**config.mk**
```make
export PLATFORM = sky130hd
export DESIGN_NAME = cpu_top
export DESIGN_NICKNAME = d
export VERILOG_FILES = /design/src/rtl/cpu_pkg.sv /design/src/rtl/pipe_ifs.sv /design/src/rtl/fetch_stage.sv /design/src/rtl/decode_stage.sv /design/src/rtl/execute_stage.sv /design/src/rtl/memory_stage.sv /design/src/rtl/hazard_unit.sv /design/src/rtl/cpu_top.sv
export SDC_FILE = /design/constraint.sdc
export NUM_CORES = 2
export LEC_CHECK = 0
export BUFFER_PORTS_ARGS = -buffer_cell sky130_fd_sc_hd__buf_2
export CAP_MARGIN = 20
export CORE_MARGIN = 1.5
export CORE_UTILIZATION = 45
export CTS_CLUSTER_DIAMETER = 40
export DETAILED_ROUTE_END_ITERATION = 10
export HOLD_SLACK_MARGIN = 0.15
export REMOVE_ABC_BUFFERS = 1
export SYNTH_ARGS = -nofsm -noshare
export SYNTH_HDL_FRONTEND = slang
export SYNTH_SLANG_ARGS = --single-unit
```
**constraint.sdc**
```tcl
create_clock -name clk -period 9.7 [get_ports clk]
set_clock_uncertainty 0.2 [all_clocks]
set_input_delay 2.91 -clock clk [delete_from_list [all_inputs] [get_ports clk]]
set_output_delay 2.91 -clock clk [all_outputs]
set_load 0.05 [all_outputs]
```
**src/rtl/cpu_pkg.sv**
```systemverilog
package cpu_pkg;

    // datapath words, also used for instructions and byte addresses
    typedef logic [31:0] word_t;
    typedef logic [4:0]  reg_addr_t;

    // operand source for the execute stage
    typedef logic [1:0]  fwd_sel_t;

    localparam fwd_sel_t FWD_REG = 2'd0;
    localparam fwd_sel_t FWD_MEM = 2'd1;
    localparam fwd_sel_t FWD_WB  = 2'd2;

    typedef enum logic [2:0] {
        ALU_ADD,
        ALU_SUB,
        ALU_AND,
        ALU_OR,
        ALU_SLT
    } alu_op_t;

    // opcodes, instruction bits 31:26
    localparam logic [5:0] OP_RTYPE = 6'h00;
    localparam logic [5:0] OP_J     = 6'h02;
    localparam logic [5:0] OP_BEQ   = 6'h04;
    localparam logic [5:0] OP_BNE   = 6'h05;
    localparam logic [5:0] OP_ADDI  = 6'h08;
    localparam logic [5:0] OP_LW    = 6'h23;
    localparam logic [5:0] OP_SW    = 6'h2b;

    // R-type funct field, bits 5:0
    localparam logic [5:0] FN_ADD = 6'h20;
    localparam logic [5:0] FN_SUB = 6'h22;
    localparam logic [5:0] FN_AND = 6'h24;
    localparam logic [5:0] FN_OR  = 6'h25;
    localparam logic [5:0] FN_SLT = 6'h2a;

    localparam int NUM_REGS = 32;

endpackage

```
**src/rtl/pipe_ifs.sv**
```systemverilog
`timescale 1ns/1ns

// decode to execute boundary
interface id_ex_if;
    import cpu_pkg::*;

    word_t      pc, pc4;
    word_t      data1, data2;
    word_t      seimm;
    reg_addr_t  rs, rt, rd;
    logic       regdst, alusrc, memread, memwrite, memtoreg, regwrite;
    logic       branch_eq, branch_ne, jump;
    logic [5:0] funct;
    logic [1:0] aluop;
    word_t      baddr, jaddr;

    modport src (output pc, pc4, data1, data2, seimm, rs, rt, rd, regdst, alusrc,
                 memread, memwrite, memtoreg, regwrite, branch_eq, branch_ne, jump,
                 funct, aluop, baddr, jaddr);
    modport dst (input pc, pc4, data1, data2, seimm, rs, rt, rd, regdst, alusrc,
                 memread, memwrite, memtoreg, regwrite, branch_eq, branch_ne, jump,
                 funct, aluop, baddr, jaddr);
endinterface

// execute to memory boundary
interface ex_mem_if;
    import cpu_pkg::*;

    word_t     pc, alu_result, store_data;
    reg_addr_t wrreg;
    logic      regwrite, memread, memwrite, memtoreg;
    logic      branch_eq, branch_ne, zero, jump;
    word_t     baddr, jaddr;

    modport src (output pc, alu_result, store_data, wrreg, regwrite, memread, memwrite,
                 memtoreg, branch_eq, branch_ne, zero, jump, baddr, jaddr);
    modport dst (input pc, alu_result, store_data, wrreg, regwrite, memread, memwrite,
                 memtoreg, branch_eq, branch_ne, zero, jump, baddr, jaddr);
endinterface

// memory to writeback boundary, wrdata already selected
interface mem_wb_if;
    import cpu_pkg::*;

    word_t     pc;
    reg_addr_t wrreg;
    logic      regwrite;
    word_t     wrdata;

    modport src (output pc, wrreg, regwrite, wrdata);
    modport dst (input pc, wrreg, regwrite, wrdata);
endinterface

```
**src/rtl/fetch_stage.sv**
```systemverilog
`timescale 1ns/1ns

module fetch_stage #(
    parameter cpu_pkg::word_t RESET_PC = '0
) (
    input  logic           clk,
    input  logic           resetn,
    input  logic           stall,
    input  logic           flush,
    input  logic           redirect,
    input  cpu_pkg::word_t redirect_pc,
    input  cpu_pkg::word_t inst_rdata,
    output cpu_pkg::word_t inst_addr,
    output cpu_pkg::word_t pc_id,
    output cpu_pkg::word_t pc4_id,
    output cpu_pkg::word_t inst_id
);
    import cpu_pkg::*;

    word_t pc;
    word_t pc4;

    assign pc4       = pc + 32'd4;
    assign inst_addr = pc;

    // redirect wins over a held PC
    always_ff @(posedge clk) begin
        if (!resetn) begin
            pc <= RESET_PC;
        end else if (redirect) begin
            pc <= redirect_pc;
        end else if (!stall) begin
            pc <= pc4;
        end
    end

    // IF/ID, a flushed slot becomes a nop
    always_ff @(posedge clk) begin
        if (flush) begin
            inst_id <= '0;
        end else if (!stall) begin
            inst_id <= inst_rdata;
        end
        if (!stall) begin
            pc_id  <= pc;
            pc4_id <= pc4;
        end
    end

    a_pc_aligned: assert property (@(posedge clk) disable iff (!resetn)
        pc[1:0] == 2'b00);

endmodule

```
**src/rtl/decode_stage.sv**
```systemverilog
`timescale 1ns/1ns

module decode_stage (
    input  logic               clk,
    input  logic               resetn,
    input  logic               stall,
    input  logic               flush,
    input  cpu_pkg::word_t     pc_id,
    input  cpu_pkg::word_t     pc4_id,
    input  cpu_pkg::word_t     inst_id,
    mem_wb_if.dst              wb,
    id_ex_if.src               ex,
    output cpu_pkg::reg_addr_t rs_id,
    output cpu_pkg::reg_addr_t rt_id
);
    import cpu_pkg::*;

    logic [5:0] opcode;
    reg_addr_t  rd;
    word_t      seimm;
    word_t      baddr;
    word_t      jaddr;
    word_t      data1, data2;
    word_t      regs [NUM_REGS];

    logic       regdst, alusrc, memread, memwrite, memtoreg, regwrite;
    logic       branch_eq, branch_ne, jump;
    logic [1:0] aluop;

    assign opcode = inst_id[31:26];
    assign rs_id  = inst_id[25:21];
    assign rt_id  = inst_id[20:16];
    assign rd     = inst_id[15:11];
    assign seimm  = {{16{inst_id[15]}}, inst_id[15:0]};
    assign baddr  = pc4_id + {seimm[29:0], 2'b00};
    assign jaddr  = {pc4_id[31:28], inst_id[25:0], 2'b00};

    // main control
    // aluop class: 00 add, 01 subtract for compare, 10 from funct
    always_comb begin
        regdst    = 1'b0;
        alusrc    = 1'b0;
        memread   = 1'b0;
        memwrite  = 1'b0;
        memtoreg  = 1'b0;
        regwrite  = 1'b0;
        branch_eq = 1'b0;
        branch_ne = 1'b0;
        jump      = 1'b0;
        aluop     = 2'b00;
        case (opcode)
            OP_RTYPE: begin
                regdst   = 1'b1;
                aluop    = 2'b10;
                // rd of zero covers the all-zero nop
                regwrite = (rd != '0);
            end
            OP_ADDI: begin
                alusrc   = 1'b1;
                regwrite = 1'b1;
            end
            OP_LW: begin
                alusrc   = 1'b1;
                memread  = 1'b1;
                memtoreg = 1'b1;
                regwrite = 1'b1;
            end
            OP_SW: begin
                alusrc   = 1'b1;
                memwrite = 1'b1;
            end
            OP_BEQ: begin
                branch_eq = 1'b1;
                aluop     = 2'b01;
            end
            OP_BNE: begin
                branch_ne = 1'b1;
                aluop     = 2'b01;
            end
            OP_J:    jump = 1'b1;
            default: ;
        endcase
    end

    // register file, $0 ignores writes
    always_ff @(posedge clk) begin
        if (wb.regwrite && wb.wrreg != '0) begin
            regs[wb.wrreg] <= wb.wrdata;
        end
    end

    // same-cycle writeback bypass
    always_comb begin
        if (rs_id == '0) begin
            data1 = '0;
        end else if (wb.regwrite && wb.wrreg == rs_id) begin
            data1 = wb.wrdata;
        end else begin
            data1 = regs[rs_id];
        end
        if (rt_id == '0) begin
            data2 = '0;
        end else if (wb.regwrite && wb.wrreg == rt_id) begin
            data2 = wb.wrdata;
        end else begin
            data2 = regs[rt_id];
        end
    end

    // ID/EX payload
    always_ff @(posedge clk) begin
        ex.pc    <= pc_id;
        ex.pc4   <= pc4_id;
        ex.data1 <= data1;
        ex.data2 <= data2;
        ex.seimm <= seimm;
        ex.rs    <= rs_id;
        ex.rt    <= rt_id;
        ex.rd    <= rd;
        ex.funct <= inst_id[5:0];
        ex.baddr <= baddr;
        ex.jaddr <= jaddr;
    end

    // ID/EX controls, a stall leaves a bubble behind
    always_ff @(posedge clk) begin
        if (!resetn || flush || stall) begin
            ex.regdst    <= 1'b0;
            ex.alusrc    <= 1'b0;
            ex.memread   <= 1'b0;
            ex.memwrite  <= 1'b0;
            ex.memtoreg  <= 1'b0;
            ex.regwrite  <= 1'b0;
            ex.branch_eq <= 1'b0;
            ex.branch_ne <= 1'b0;
            ex.jump      <= 1'b0;
            ex.aluop     <= 2'b00;
        end else begin
            ex.regdst    <= regdst;
            ex.alusrc    <= alusrc;
            ex.memread   <= memread;
            ex.memwrite  <= memwrite;
            ex.memtoreg  <= memtoreg;
            ex.regwrite  <= regwrite;
            ex.branch_eq <= branch_eq;
            ex.branch_ne <= branch_ne;
            ex.jump      <= jump;
            ex.aluop     <= aluop;
        end
    end

endmodule

```
**src/rtl/execute_stage.sv**
```systemverilog
`timescale 1ns/1ns

module execute_stage (
    input  logic              clk,
    input  logic              resetn,
    input  logic              flush,
    input  cpu_pkg::fwd_sel_t fwd_a,
    input  cpu_pkg::fwd_sel_t fwd_b,
    id_ex_if.dst              id,
    mem_wb_if.dst             wb,
    ex_mem_if.src             mem
);
    import cpu_pkg::*;

    word_t     op_a, op_b, alu_b;
    word_t     result;
    alu_op_t   alu_op;
    logic      funct_ok;
    reg_addr_t wrreg;

    // forwarding muxes
    always_comb begin
        case (fwd_a)
            FWD_MEM: op_a = mem.alu_result;
            FWD_WB:  op_a = wb.wrdata;
            default: op_a = id.data1;
        endcase
        case (fwd_b)
            FWD_MEM: op_b = mem.alu_result;
            FWD_WB:  op_b = wb.wrdata;
            default: op_b = id.data2;
        endcase
    end

    assign alu_b = id.alusrc ? id.seimm : op_b;
    assign wrreg = id.regdst ? id.rd : id.rt;

    // ALU control
    always_comb begin
        funct_ok = 1'b1;
        case (id.aluop)
            2'b01: alu_op = ALU_SUB;
            2'b10: begin
                case (id.funct)
                    FN_ADD: alu_op = ALU_ADD;
                    FN_SUB: alu_op = ALU_SUB;
                    FN_AND: alu_op = ALU_AND;
                    FN_OR:  alu_op = ALU_OR;
                    FN_SLT: alu_op = ALU_SLT;
                    default: begin
                        alu_op   = ALU_ADD;
                        funct_ok = 1'b0;
                    end
                endcase
            end
            default: alu_op = ALU_ADD;
        endcase
    end

    always_comb begin
        case (alu_op)
            ALU_SUB: result = op_a - alu_b;
            ALU_AND: result = op_a & alu_b;
            ALU_OR:  result = op_a | alu_b;
            ALU_SLT: result = ($signed(op_a) < $signed(alu_b)) ? 32'd1 : 32'd0;
            default: result = op_a + alu_b;
        endcase
    end

    // EX/MEM payload
    always_ff @(posedge clk) begin
        mem.pc         <= id.pc;
        mem.alu_result <= result;
        mem.store_data <= op_b;
        mem.wrreg      <= wrreg;
        mem.zero       <= (result == '0);
        mem.baddr      <= id.baddr;
        mem.jaddr      <= id.jaddr;
    end

    always_ff @(posedge clk) begin
        if (!resetn || flush) begin
            mem.regwrite  <= 1'b0;
            mem.memread   <= 1'b0;
            mem.memwrite  <= 1'b0;
            mem.memtoreg  <= 1'b0;
            mem.branch_eq <= 1'b0;
            mem.branch_ne <= 1'b0;
            mem.jump      <= 1'b0;
        end else begin
            mem.regwrite  <= id.regwrite;
            mem.memread   <= id.memread;
            mem.memwrite  <= id.memwrite;
            mem.memtoreg  <= id.memtoreg;
            mem.branch_eq <= id.branch_eq;
            mem.branch_ne <= id.branch_ne;
            mem.jump      <= id.jump;
        end
    end

    a_known_funct: assert property (@(posedge clk) disable iff (!resetn)
        (id.regwrite && id.aluop == 2'b10) |-> funct_ok);

endmodule

```
**src/rtl/memory_stage.sv**
```systemverilog
`timescale 1ns/1ns

module memory_stage (
    input  logic           clk,
    input  logic           resetn,
    ex_mem_if.dst          ex,
    output logic           data_en,
    output logic [3:0]     data_wen,
    output cpu_pkg::word_t data_addr,
    output cpu_pkg::word_t data_wdata,
    input  cpu_pkg::word_t data_rdata,
    output logic           redirect,
    output cpu_pkg::word_t redirect_pc,
    mem_wb_if.src          wb
);
    import cpu_pkg::*;

    logic taken;

    // word stores only
    assign data_en    = ex.memread | ex.memwrite;
    assign data_wen   = {4{ex.memwrite}};
    assign data_addr  = ex.alu_result;
    assign data_wdata = ex.store_data;

    // zero came from rs - rt
    assign taken       = (ex.branch_eq & ex.zero) | (ex.branch_ne & ~ex.zero);
    assign redirect    = taken | ex.jump;
    assign redirect_pc = ex.jump ? ex.jaddr : ex.baddr;

    always_ff @(posedge clk) begin
        if (!resetn) begin
            wb.regwrite <= 1'b0;
        end else begin
            wb.regwrite <= ex.regwrite;
        end
        wb.pc     <= ex.pc;
        wb.wrreg  <= ex.wrreg;
        wb.wrdata <= ex.memtoreg ? data_rdata : ex.alu_result;
    end

    a_rd_wr_excl: assert property (@(posedge clk) disable iff (!resetn)
        !(ex.memread && ex.memwrite));

endmodule

```
**src/rtl/hazard_unit.sv**
```systemverilog
`timescale 1ns/1ns

module hazard_unit (
    input  logic               resetn,
    input  logic               redirect,
    input  cpu_pkg::reg_addr_t rs_id,
    input  cpu_pkg::reg_addr_t rt_id,
    id_ex_if.dst               id,
    ex_mem_if.dst              mem,
    mem_wb_if.dst              wb,
    output logic               stall,
    output logic               flush,
    output cpu_pkg::fwd_sel_t  fwd_a,
    output cpu_pkg::fwd_sel_t  fwd_b
);
    import cpu_pkg::*;

    // newest producer first, $0 never forwards
    function automatic fwd_sel_t pick(input reg_addr_t src);
        if (src != '0 && mem.regwrite && mem.wrreg == src) begin
            return FWD_MEM;
        end else if (src != '0 && wb.regwrite && wb.wrreg == src) begin
            return FWD_WB;
        end
        return FWD_REG;
    endfunction

    assign fwd_a = pick(id.rs);
    assign fwd_b = pick(id.rt);

    // a squashed load needs no bubble
    always_comb begin
        flush = redirect | ~resetn;
        stall = id.memread && (id.rt == rs_id || id.rt == rt_id) && !flush;
    end

    always_comb begin
        if (resetn) begin
            a_stall_flush: assert (!(stall && flush));
        end
    end

endmodule

```
**src/rtl/cpu_top.sv**
```systemverilog
`timescale 1ns/1ns

module cpu_top #(
    parameter cpu_pkg::word_t RESET_PC = '0
) (
    input  logic               clk,
    input  logic               resetn,
    output logic               inst_sram_en,
    output cpu_pkg::word_t     inst_sram_addr,
    input  cpu_pkg::word_t     inst_sram_rdata,
    output logic               data_sram_en,
    output logic [3:0]         data_sram_wen,
    output cpu_pkg::word_t     data_sram_addr,
    output cpu_pkg::word_t     data_sram_wdata,
    input  cpu_pkg::word_t     data_sram_rdata,
    output cpu_pkg::word_t     debug_wb_pc,
    output logic               debug_wb_rf_wen,
    output cpu_pkg::reg_addr_t debug_wb_rf_wnum,
    output cpu_pkg::word_t     debug_wb_rf_wdata
);
    import cpu_pkg::*;

    logic      stall, flush, redirect;
    word_t     redirect_pc;
    word_t     pc_id, pc4_id, inst_id;
    reg_addr_t rs_id, rt_id;
    fwd_sel_t  fwd_a, fwd_b;

    id_ex_if  id_ex ();
    ex_mem_if ex_mem ();
    mem_wb_if mem_wb ();

    // fetch every cycle
    assign inst_sram_en = 1'b1;

    fetch_stage #(.RESET_PC(RESET_PC)) u_fetch (
        .clk(clk), .resetn(resetn), .stall(stall), .flush(flush),
        .redirect(redirect), .redirect_pc(redirect_pc),
        .inst_rdata(inst_sram_rdata), .inst_addr(inst_sram_addr),
        .pc_id(pc_id), .pc4_id(pc4_id), .inst_id(inst_id)
    );

    decode_stage u_decode (
        .clk(clk), .resetn(resetn), .stall(stall), .flush(flush),
        .pc_id(pc_id), .pc4_id(pc4_id), .inst_id(inst_id),
        .wb(mem_wb.dst), .ex(id_ex.src), .rs_id(rs_id), .rt_id(rt_id)
    );

    execute_stage u_execute (
        .clk(clk), .resetn(resetn), .flush(flush), .fwd_a(fwd_a), .fwd_b(fwd_b),
        .id(id_ex.dst), .wb(mem_wb.dst), .mem(ex_mem.src)
    );

    memory_stage u_memory (
        .clk(clk), .resetn(resetn), .ex(ex_mem.dst),
        .data_en(data_sram_en), .data_wen(data_sram_wen),
        .data_addr(data_sram_addr), .data_wdata(data_sram_wdata),
        .data_rdata(data_sram_rdata),
        .redirect(redirect), .redirect_pc(redirect_pc), .wb(mem_wb.src)
    );

    hazard_unit u_hazard (
        .resetn(resetn), .redirect(redirect), .rs_id(rs_id), .rt_id(rt_id),
        .id(id_ex.dst), .mem(ex_mem.dst), .wb(mem_wb.dst),
        .stall(stall), .flush(flush), .fwd_a(fwd_a), .fwd_b(fwd_b)
    );

    // writes to $0 stay invisible
    assign debug_wb_pc       = mem_wb.pc;
    assign debug_wb_rf_wen   = mem_wb.regwrite && (mem_wb.wrreg != '0);
    assign debug_wb_rf_wnum  = mem_wb.wrreg;
    assign debug_wb_rf_wdata = mem_wb.wrdata;

endmodule

```
Yosys cells after proc, flatten, opt, wreduce, memory -nomap -nowiden
Memories as Yosys holds them, arrays and structs flattened. A register that Yosys moved wholly into a read port is not among the register bits.
Cells that the tools add are included.
{"block": "word_totals", "reg_bits": 509, "ram_bits": 1024, "input_bits": 66, "output_inout_bits": 172, "word_cells": 141, "mem_count": 1}
{"name": "u_decode.regs", "words": 32, "width": 32, "read_ports": 2, "rd_clocked_by_memory_dff": 2, "wr": 1, "line_no": "decode_stage.sv:24", "rtl": "word_t regs [NUM_REGS];"}
{"block": "op_classes", "addsub": 4, "n_lt_le_gt_ge": 1, "n_eq_ne": 27, "n_mux": 33, "bitwise_logic": 10, "reduce_logical": 27}
{"cell": "$mux W32", "count": 5}
{"cell": "$pmux W32 S2", "count": 2}
{"cell": "$pmux W32 S4", "count": 1}
{"cell": "$add A32 B32 Y32", "count": 2}
{"cell": "$eq A6 B6 Y1 const B", "count": 6}
{"cell": "$add A32 B3 Y32 const B", "count": 1}
{"cell": "$and A32 B32 Y32", "count": 1}
{"cell": "$logic_not A32 Y1", "count": 1}
{"cell": "$lt A32 B32 Y1", "count": 1}
{"cell": "$or A32 B32 Y32", "count": 1}
{"cell": "$sub A32 B32 Y32", "count": 1}
{"cell": "$eq A5 B5 Y1", "count": 6}
{"cell": "$reduce_bool A5 Y1", "count": 4}
{"cell": "$mux W1", "count": 14}
{"cell": "$eq A6 B3 Y1 const B", "count": 2}
{"cell": "$mux W2", "count": 6}
{"cell": "$pmux W3 S4", "count": 1}
{"cell": "$logic_and A1 B1 Y1", "count": 11}
{"cell": "$logic_not A5 Y1", "count": 2}
{"cell": "$eq A2 B1 Y1 const B", "count": 3}
{"cell": "$eq A2 B2 Y1 const B", "count": 3}
{"cell": "$eq A3 B2 Y1 const B", "count": 2}
{"cell": "$eq A6 B2 Y1 const B", "count": 1}
{"cell": "$eq A6 B4 Y1 const B", "count": 1}
{"cell": "15 further kinds", "count": 24}

Longest topological paths before layout
{"block": "depth", "word_depth": 13, "ltp_mapped": 24, "depth_no_buf": 22}

Modules after synthesis
From an unflattened synthesis, not the netlist that was laid out.
{"block": "hier_totals", "cells_unflattened": 4932, "area_unflattened_um2": 73354.1}
{"mod": "decode_stage", "instances": 1, "cells_per_inst": 2876, "area_each_um2": 54198.2, "seq_area_each_um2": 34613.2}
{"mod": "execute_stage", "instances": 1, "cells_per_inst": 1311, "area_each_um2": 10423.7, "seq_area_each_um2": 3463.3}
{"mod": "fetch_stage", "instances": 1, "cells_per_inst": 469, "area_each_um2": 5267.6, "seq_area_each_um2": 3143.0}
{"mod": "memory_stage", "instances": 1, "cells_per_inst": 214, "area_each_um2": 2997.9, "seq_area_each_um2": 1401.3}
{"mod": "hazard_unit", "instances": 1, "cells_per_inst": 58, "area_each_um2": 440.4, "seq_area_each_um2": 0.0}
{"mod": "cpu_top", "instances": 1, "cells_per_inst": 4, "area_each_um2": 26.3, "seq_area_each_um2": 0.0}

Worst setup path after synthesis
Ideal clock, no wire load.
{"block": "synth_timing", "path_kind": "reg-to-reg", "from": "register u_memory.wb.wrreg[1]", "to": "register u_execute.mem.zero", "setup_ns": 0.087, "arrival_time_ns": 6.901, "required_time_ns": 9.413, "path_slack_ns": 2.511, "stages_incl_launch_ff": 25, "n_path_buf": 2, "synth_period_minus_slack_ns": 7.189, "path_cell_list": "dfxtp_1 -> clkbuf_1 -> xnor2_1 -> nand4_1 -> nor4_1 -> clkbuf_1 -> mux2i_1 -> o21ai_0 -> mux2i_1 -> inv_1 -> ha_1 -> inv_1 -> fa_1 -> or2_2 -> a221oi_1 -> o21ai_0 -> a221o_1 -> nand2_1 -> nand4bb_1 -> or4_1 -> or4_1 -> or4_1 -> or4_1 -> or4_1 -> nor4b_2"}
{"block": "synth_between", "elab_chain_cells": 12, "word_cells_on_any_way": 25, "classes_between": "2 x add/sub; 1 x order compare; 6 x eq/ne; 11 x mux; 2 x bitwise; 3 x reduce/logical"}
{"element": "start: declaration", "line_no": "pipe_ifs.sv:50", "rtl": "modport src (output pc, wrreg, regwrite, wrdata);"}
{"element": "$eq A5 B5 Y1 *", "line_no": "hazard_unit.sv:22", "rtl": "end else if (src != '0 && wb.regwrite && wb.wrreg == src) begin"}
{"element": "$logic_and A1 B1 Y1 *", "line_no": "hazard_unit.sv:22"}
{"element": "$mux W1 *", "line_no": "hazard_unit.sv:22"}
{"element": "$mux W1 *", "line_no": "hazard_unit.sv:20", "rtl": "if (src != '0 && mem.regwrite && mem.wrreg == src) begin"}
{"element": "$mux W2 *", "line_no": "hazard_unit.sv:25", "rtl": "return FWD_REG;"}
{"element": "$eq A2 B2 Y1 / $eq A2 B1 Y1 (equally long branches)", "line_no": "execute_stage.sv:28", "rtl": "case (fwd_b)"}
{"element": "$pmux W32 S2 *", "line_no": "execute_stage.sv:28"}
{"element": "net u_execute.op_b[0]", "line_no": "execute_stage.sv:15", "rtl": "word_t op_a, op_b, alu_b;"}
{"element": "$mux W32 *", "line_no": "execute_stage.sv:35", "rtl": "assign alu_b = id.alusrc ? id.seimm : op_b;"}
{"element": "$lt A32 B32 Y1", "line_no": "execute_stage.sv:65", "rtl": "ALU_SLT: result = ($signed(op_a) < $signed(alu_b)) ? 32'd1 : 32'd0;"}
{"element": "$mux W1", "line_no": "execute_stage.sv:65"}
{"element": "$pmux W32 S4 *", "line_no": "execute_stage.sv:61", "rtl": "case (alu_op)"}
{"element": "$logic_not A32 Y1 *", "line_no": "execute_stage.sv:76", "rtl": "mem.zero <= (result == '0);"}
{"element": "end signal: assignment", "line_no": "execute_stage.sv:76"}
{"element": "end: declaration", "line_no": "pipe_ifs.sv:36", "rtl": "memtoreg, branch_eq, branch_ne, zero, jump, baddr, jaddr);"}
The timed path passes the listed nets; every way through them passes the cells marked *.
A chain may end at the register's enable or synchronous reset.

Worst setup path in the final report
{"block": "layout_timing", "from": "register u_memory.wb.wrreg[4]", "to": "register u_execute.mem.zero"}
{"block": "layout_between", "word_cells_on_any_way": 25, "classes_between": "2 x add/sub; 1 x order compare; 6 x eq/ne; 11 x mux; 2 x bitwise; 3 x reduce/logical"}
{"element": "$eq A5 B5 Y1 *", "line_no": "hazard_unit.sv:22"}
{"element": "$logic_and A1 B1 Y1 *", "line_no": "hazard_unit.sv:22"}
{"element": "$mux W1 *", "line_no": "hazard_unit.sv:22"}
{"element": "$mux W1 *", "line_no": "hazard_unit.sv:20"}
{"element": "$mux W2 *", "line_no": "hazard_unit.sv:25"}
{"element": "$eq A2 B2 Y1 / $eq A2 B1 Y1 (equally long branches)", "line_no": "execute_stage.sv:28"}
{"element": "$pmux W32 S2 *", "line_no": "execute_stage.sv:28"}
{"element": "net u_execute.op_b[1]", "line_no": "execute_stage.sv:15"}
{"element": "$mux W32 *", "line_no": "execute_stage.sv:35"}
{"element": "$add A32 B32 Y32 / $sub A32 B32 Y32 (equally long branches)", "line_no": "execute_stage.sv:66, execute_stage.sv:62"}
{"element": "$pmux W32 S4 *", "line_no": "execute_stage.sv:61"}
{"element": "net u_execute.result[11]", "line_no": "execute_stage.sv:16", "rtl": "word_t result;"}
{"element": "$logic_not A32 Y1 *", "line_no": "execute_stage.sv:76"}
Marks and branches as above.

==> flow_metrics.py <==
metrics = {
    "clocking": {
        "cts_resized": 0,
        "cts_buffers": 218,
        "cts_tree": "built",
        "cts_sinks": 1554,
        "clock_path_buffers": 3,
        "clk_pin_slew_ps": 70,
        "root_buffer": "clkbuf_16",
        "htreeDepth": 4,
        "post_cts.repair.setup_buffers": 0,
        "cts_hold_buffers": 111,
        "clock_latency_ps": 860,
    },
    "global_route": {
        "grt_pass1_vias": 44400,
        "grt_pass1_wl_mm": 319,
        "globalRouteTotalUtil": 0.283,
        "overflow": 0,
        "grt_max_degree": 98,
        "antenna_found_initial": 8,
    },
    "final_layout": {
        "multi_input_area_um2": 26700,
        "fin_nets": 5300,
        "drive_gt1_frac": 0.265,
        "diodes": 0,
        "seqCellArea_um2": 42000,
        "nFillCells": 12600,
        "instances_no_fill": 7344,
        "syn_to_final_growth_pct": 18.7,
    },
    "sta": {
        "period_minus_slack_ps": 7600,
        "setup_viol": 0,
        "rsz0062_at_grt": "false",
        "setup_tns_ps": 0,
        "fin_crit_sh": 0.784,
        "fmax_mhz": 132,
        "maxSlewViolCount": 0,
        "slew_headroom": 0.248,
        "worst_pin_slew_ps": 1120,
        "finalHoldViolCount": 0,
    },
    "power_and_ir_drop": {
        "p_leak_nw": 29.3,
        "p_switching_mw": 6.32,
        "swShare": 0.309,
        "pwr-share-seq": 0.414,
        "p_comb_frac": 0.181,
        "internal-power_mw": 14.2,
        "power_frac_clock": 0.405,
        "power_mw": 20.5,
        "peakVddDrop_uv": 209,
        "powerDensity_nw_per_um2": 247,
    },
    "status": {
        "status": "complete, but fails checks",
        "violations": "design-rule violations",
    },
    "critical_path": {
        "critPathRequiredTime_ps": 10250,
        "critical_path_class": "reg2reg",
        "cp-start-kind": "flop",
        "cp-end-kind": "flop",
        "cp_data_arrival_time_ps": 8160,
        "cp_max_fo": 17,
    },
    "synthesis": {
        "synth_edf_count": 1086,
        "ys.warnings.count": 0,
        "yosysTopAreaCellShare": 0.467,
        "netlist_instances": 4686,
        "yosys.area.top_type": "edfxtp_1",
        "async_reset_ff_frac": 0,
        "synth.most_common_cell": "edfxtp_1",
        "seq_area_frac_synth": 0.601,
        "synth_cell_types": 78,
        "synth_common_cells": "edfxtp_1, mux4_2, dfxtp_1",
        "ys_seq_elements": 1554,
        "netlist_area_um2": 69900,
        "synth_flop_cell": "edfxtp_1",
        "avgSynthCellArea_um2": 14.9,
        "yosys-top-cells-area": "edfxtp_1, mux4_2, dfxtp_1, mux2i_1, ha_1",
    },
    "die": {
        "start_util": 0.453,
        "die_w_um": 397,
        "die_area_um2": 158000,
        "core_um2": 154000,
        "row_count": 144,
        "ios": 238,
        "floorplan.die.height_um": 397,
    },
    "placement": {
        "routabilityCongestion": 0.981,
        "port_buffers": 236,
        "placed_cells": 6814,
        "dp_hpwl_mm": 132,
    },
    "drt": {
        "vias": 45500,
        "avgViaCountPerCell": 6.20,
        "drc": 27,
        "wire_per_inst_um": 30.7,
        "first_iter_violations": 5195,
        "drt_pass1_iterations": 8,
        "routed_wl_mm": 225,
        "antenna_left": 0,
    },
    "hold_path": {
        "hold_class": "reg2reg",
    },
    "flow_run": {
        "maxCapViolations": 0,
    },
}
[metrics by stage]
stage	utilization	setup WS, ps	hold slack, ps	area (um^2)
after CTS	0.538	2130	150	82900
final	0.538	2100	143	83000
after global routing	0.538	1630	152	83000
after detailed placement	0.480	2190	112	74100
after floorplan	-	-7270	110	68800
after global placement	0.479	2240	110	73900
[per-layer routing]
metal | wire length [um] | global-route usage | part of all wire
met5 | 0 | 0 | 0
met2 | 103000 | 0.437 | 0.46
met1 | 92700 | 0.398 | 0.41
met3 | 20400 | 0.0488 | 0.091
met4 | 9400 | 0.118 | 0.042
[power by group through the flow]
stage	clock network [mW]	logic, mW	registers, mW
after floorplan	0	1.57	9.45
after global placement	0	3.63	8.62
after detailed placement	0	3.64	8.61
after CTS	8.39	3.67	8.48
after global routing	8.68	3.95	8.49
final	8.30	3.70	8.48
[cell families (layout without fill, tap and decap cells)]
group                      Yosys count  count (layout)  share of synthesized area
DFF                               1554            1554                      0.601
muxes                              851             851                      0.212
AOI/OAI and AO/OA                  820             820                     0.0762
and+or+nand+nor                    794             794                     0.0510
buffers and inverters              438            1021                     0.0241
adders and majority gates          131             131                     0.0238
xor gates and xnor gates            96              96                     0.0120
other                                2              33                   0.000107
[state kept, by name, indices dropped and copies added, names as in the netlist, 30 cells and up]
signal	cells
u_decode.ex.data1	32
u_decode.ex.pc	32
u_fetch.pc_id	30
u_execute.mem.baddr	30
u_execute.mem.pc	32
u_decode.regs	1024
u_fetch.pc4_id	32
u_memory.wb.wrdata	32
u_execute.mem.alu_result	32
u_memory.wb.pc	32
u_execute.mem.store_data	32
u_execute.mem.jaddr	30
u_fetch.inst_id	32
u_decode.ex.data2	32
u_fetch.inst_addr	32
u_decode.ex.baddr	30
[final timing paths]
| check | from | endpoint | slack, ps | depth (start not counted) |
|---|---|---|---|---|
| min reg2reg | u_fetch.pc_id[21] | u_decode.ex.pc[21] | 140 | 0 |
| max | u_memory.wb.wrreg[4] | u_execute.mem.zero | 2100 | 21 |
| min | u_fetch.pc_id[21] | u_decode.ex.pc[21] | 140 | 0 |
| max reg2reg | u_memory.wb.wrreg[4] | u_execute.mem.zero | 2100 | 21 |
[worst max-delay path, cell delays in order (launching register included)]
cell and delay [ps]:
dfxtp_1 650, xnor2_1 180, nand4_1 130, nor4_2 660
buf_4 500, mux2i_1 220, o21ai_0 120, mux2i_1 440
inv_1 90, ha_1 220, or2_2 280, o211ai_1 310
a21oi_1 140, a221oi_1 630, nor2_1 90, a211oi_1 210
o21ai_0 150, or4_1 540, or4_1 530, or4_1 400
or4_1 550, nor4b_2 230
[cell type report]
| class | instances | share of cell area |
|---|---|---|
| Sequential cell | 1554 | 0.507 |
| Multi-Input combinational cell | 2725 | 0.321 |
| Clock buffer | 248 | 0.0695 |
| Timing Repair Buffer | 490 | 0.0423 |
| Tap cell | 2044 | 0.0308 |
| Clock inverter | 169 | 0.0241 |
| Inverter | 114 | 0.00519 |
[placed cells by master, fill, tap and decap left out, types with 18 or more instances in the layout]
| cell | n |
|---|---|
| conb_1 | 33 |
| o22ai_1 | 70 |
| dfxtp_1 | 456 |
| inv_6 | 38 |
| a221oi_1 | 32 |
| mux2_2 | 67 |
| clkinv_4 | 19 |
| xnor2_1 | 63 |
| bufinv_16 | 23 |
| nand3_1 | 44 |
| xor2_1 | 33 |
| nor2_4 | 31 |
| inv_8 | 20 |
| ha_1 | 128 |
| o221ai_1 | 30 |
| mux4_2 | 498 |
| o311ai_0 | 23 |
| mux2i_1 | 285 |
| buf_2 | 237 |
| nor2_1 | 266 |
| clkinv_1 | 19 |
| a221o_1 | 20 |
| o21ai_0 | 169 |
| o211ai_1 | 34 |
| a211oi_1 | 66 |
| edfxtp_1 | 1086 |
| a21oi_1 | 239 |
| clkbuf_16 | 224 |
| a21o_1 | 18 |
| nor3_1 | 31 |
| nand2_1 | 255 |
| dlygate4sd3_1 | 113 |
| inv_1 | 112 |
| nand2b_1 | 40 |
| clkinv_2 | 21 |
| o211a_1 | 26 |
| buf_4 | 129 |
No activity file was read; power rests on OpenSTA's default activity.
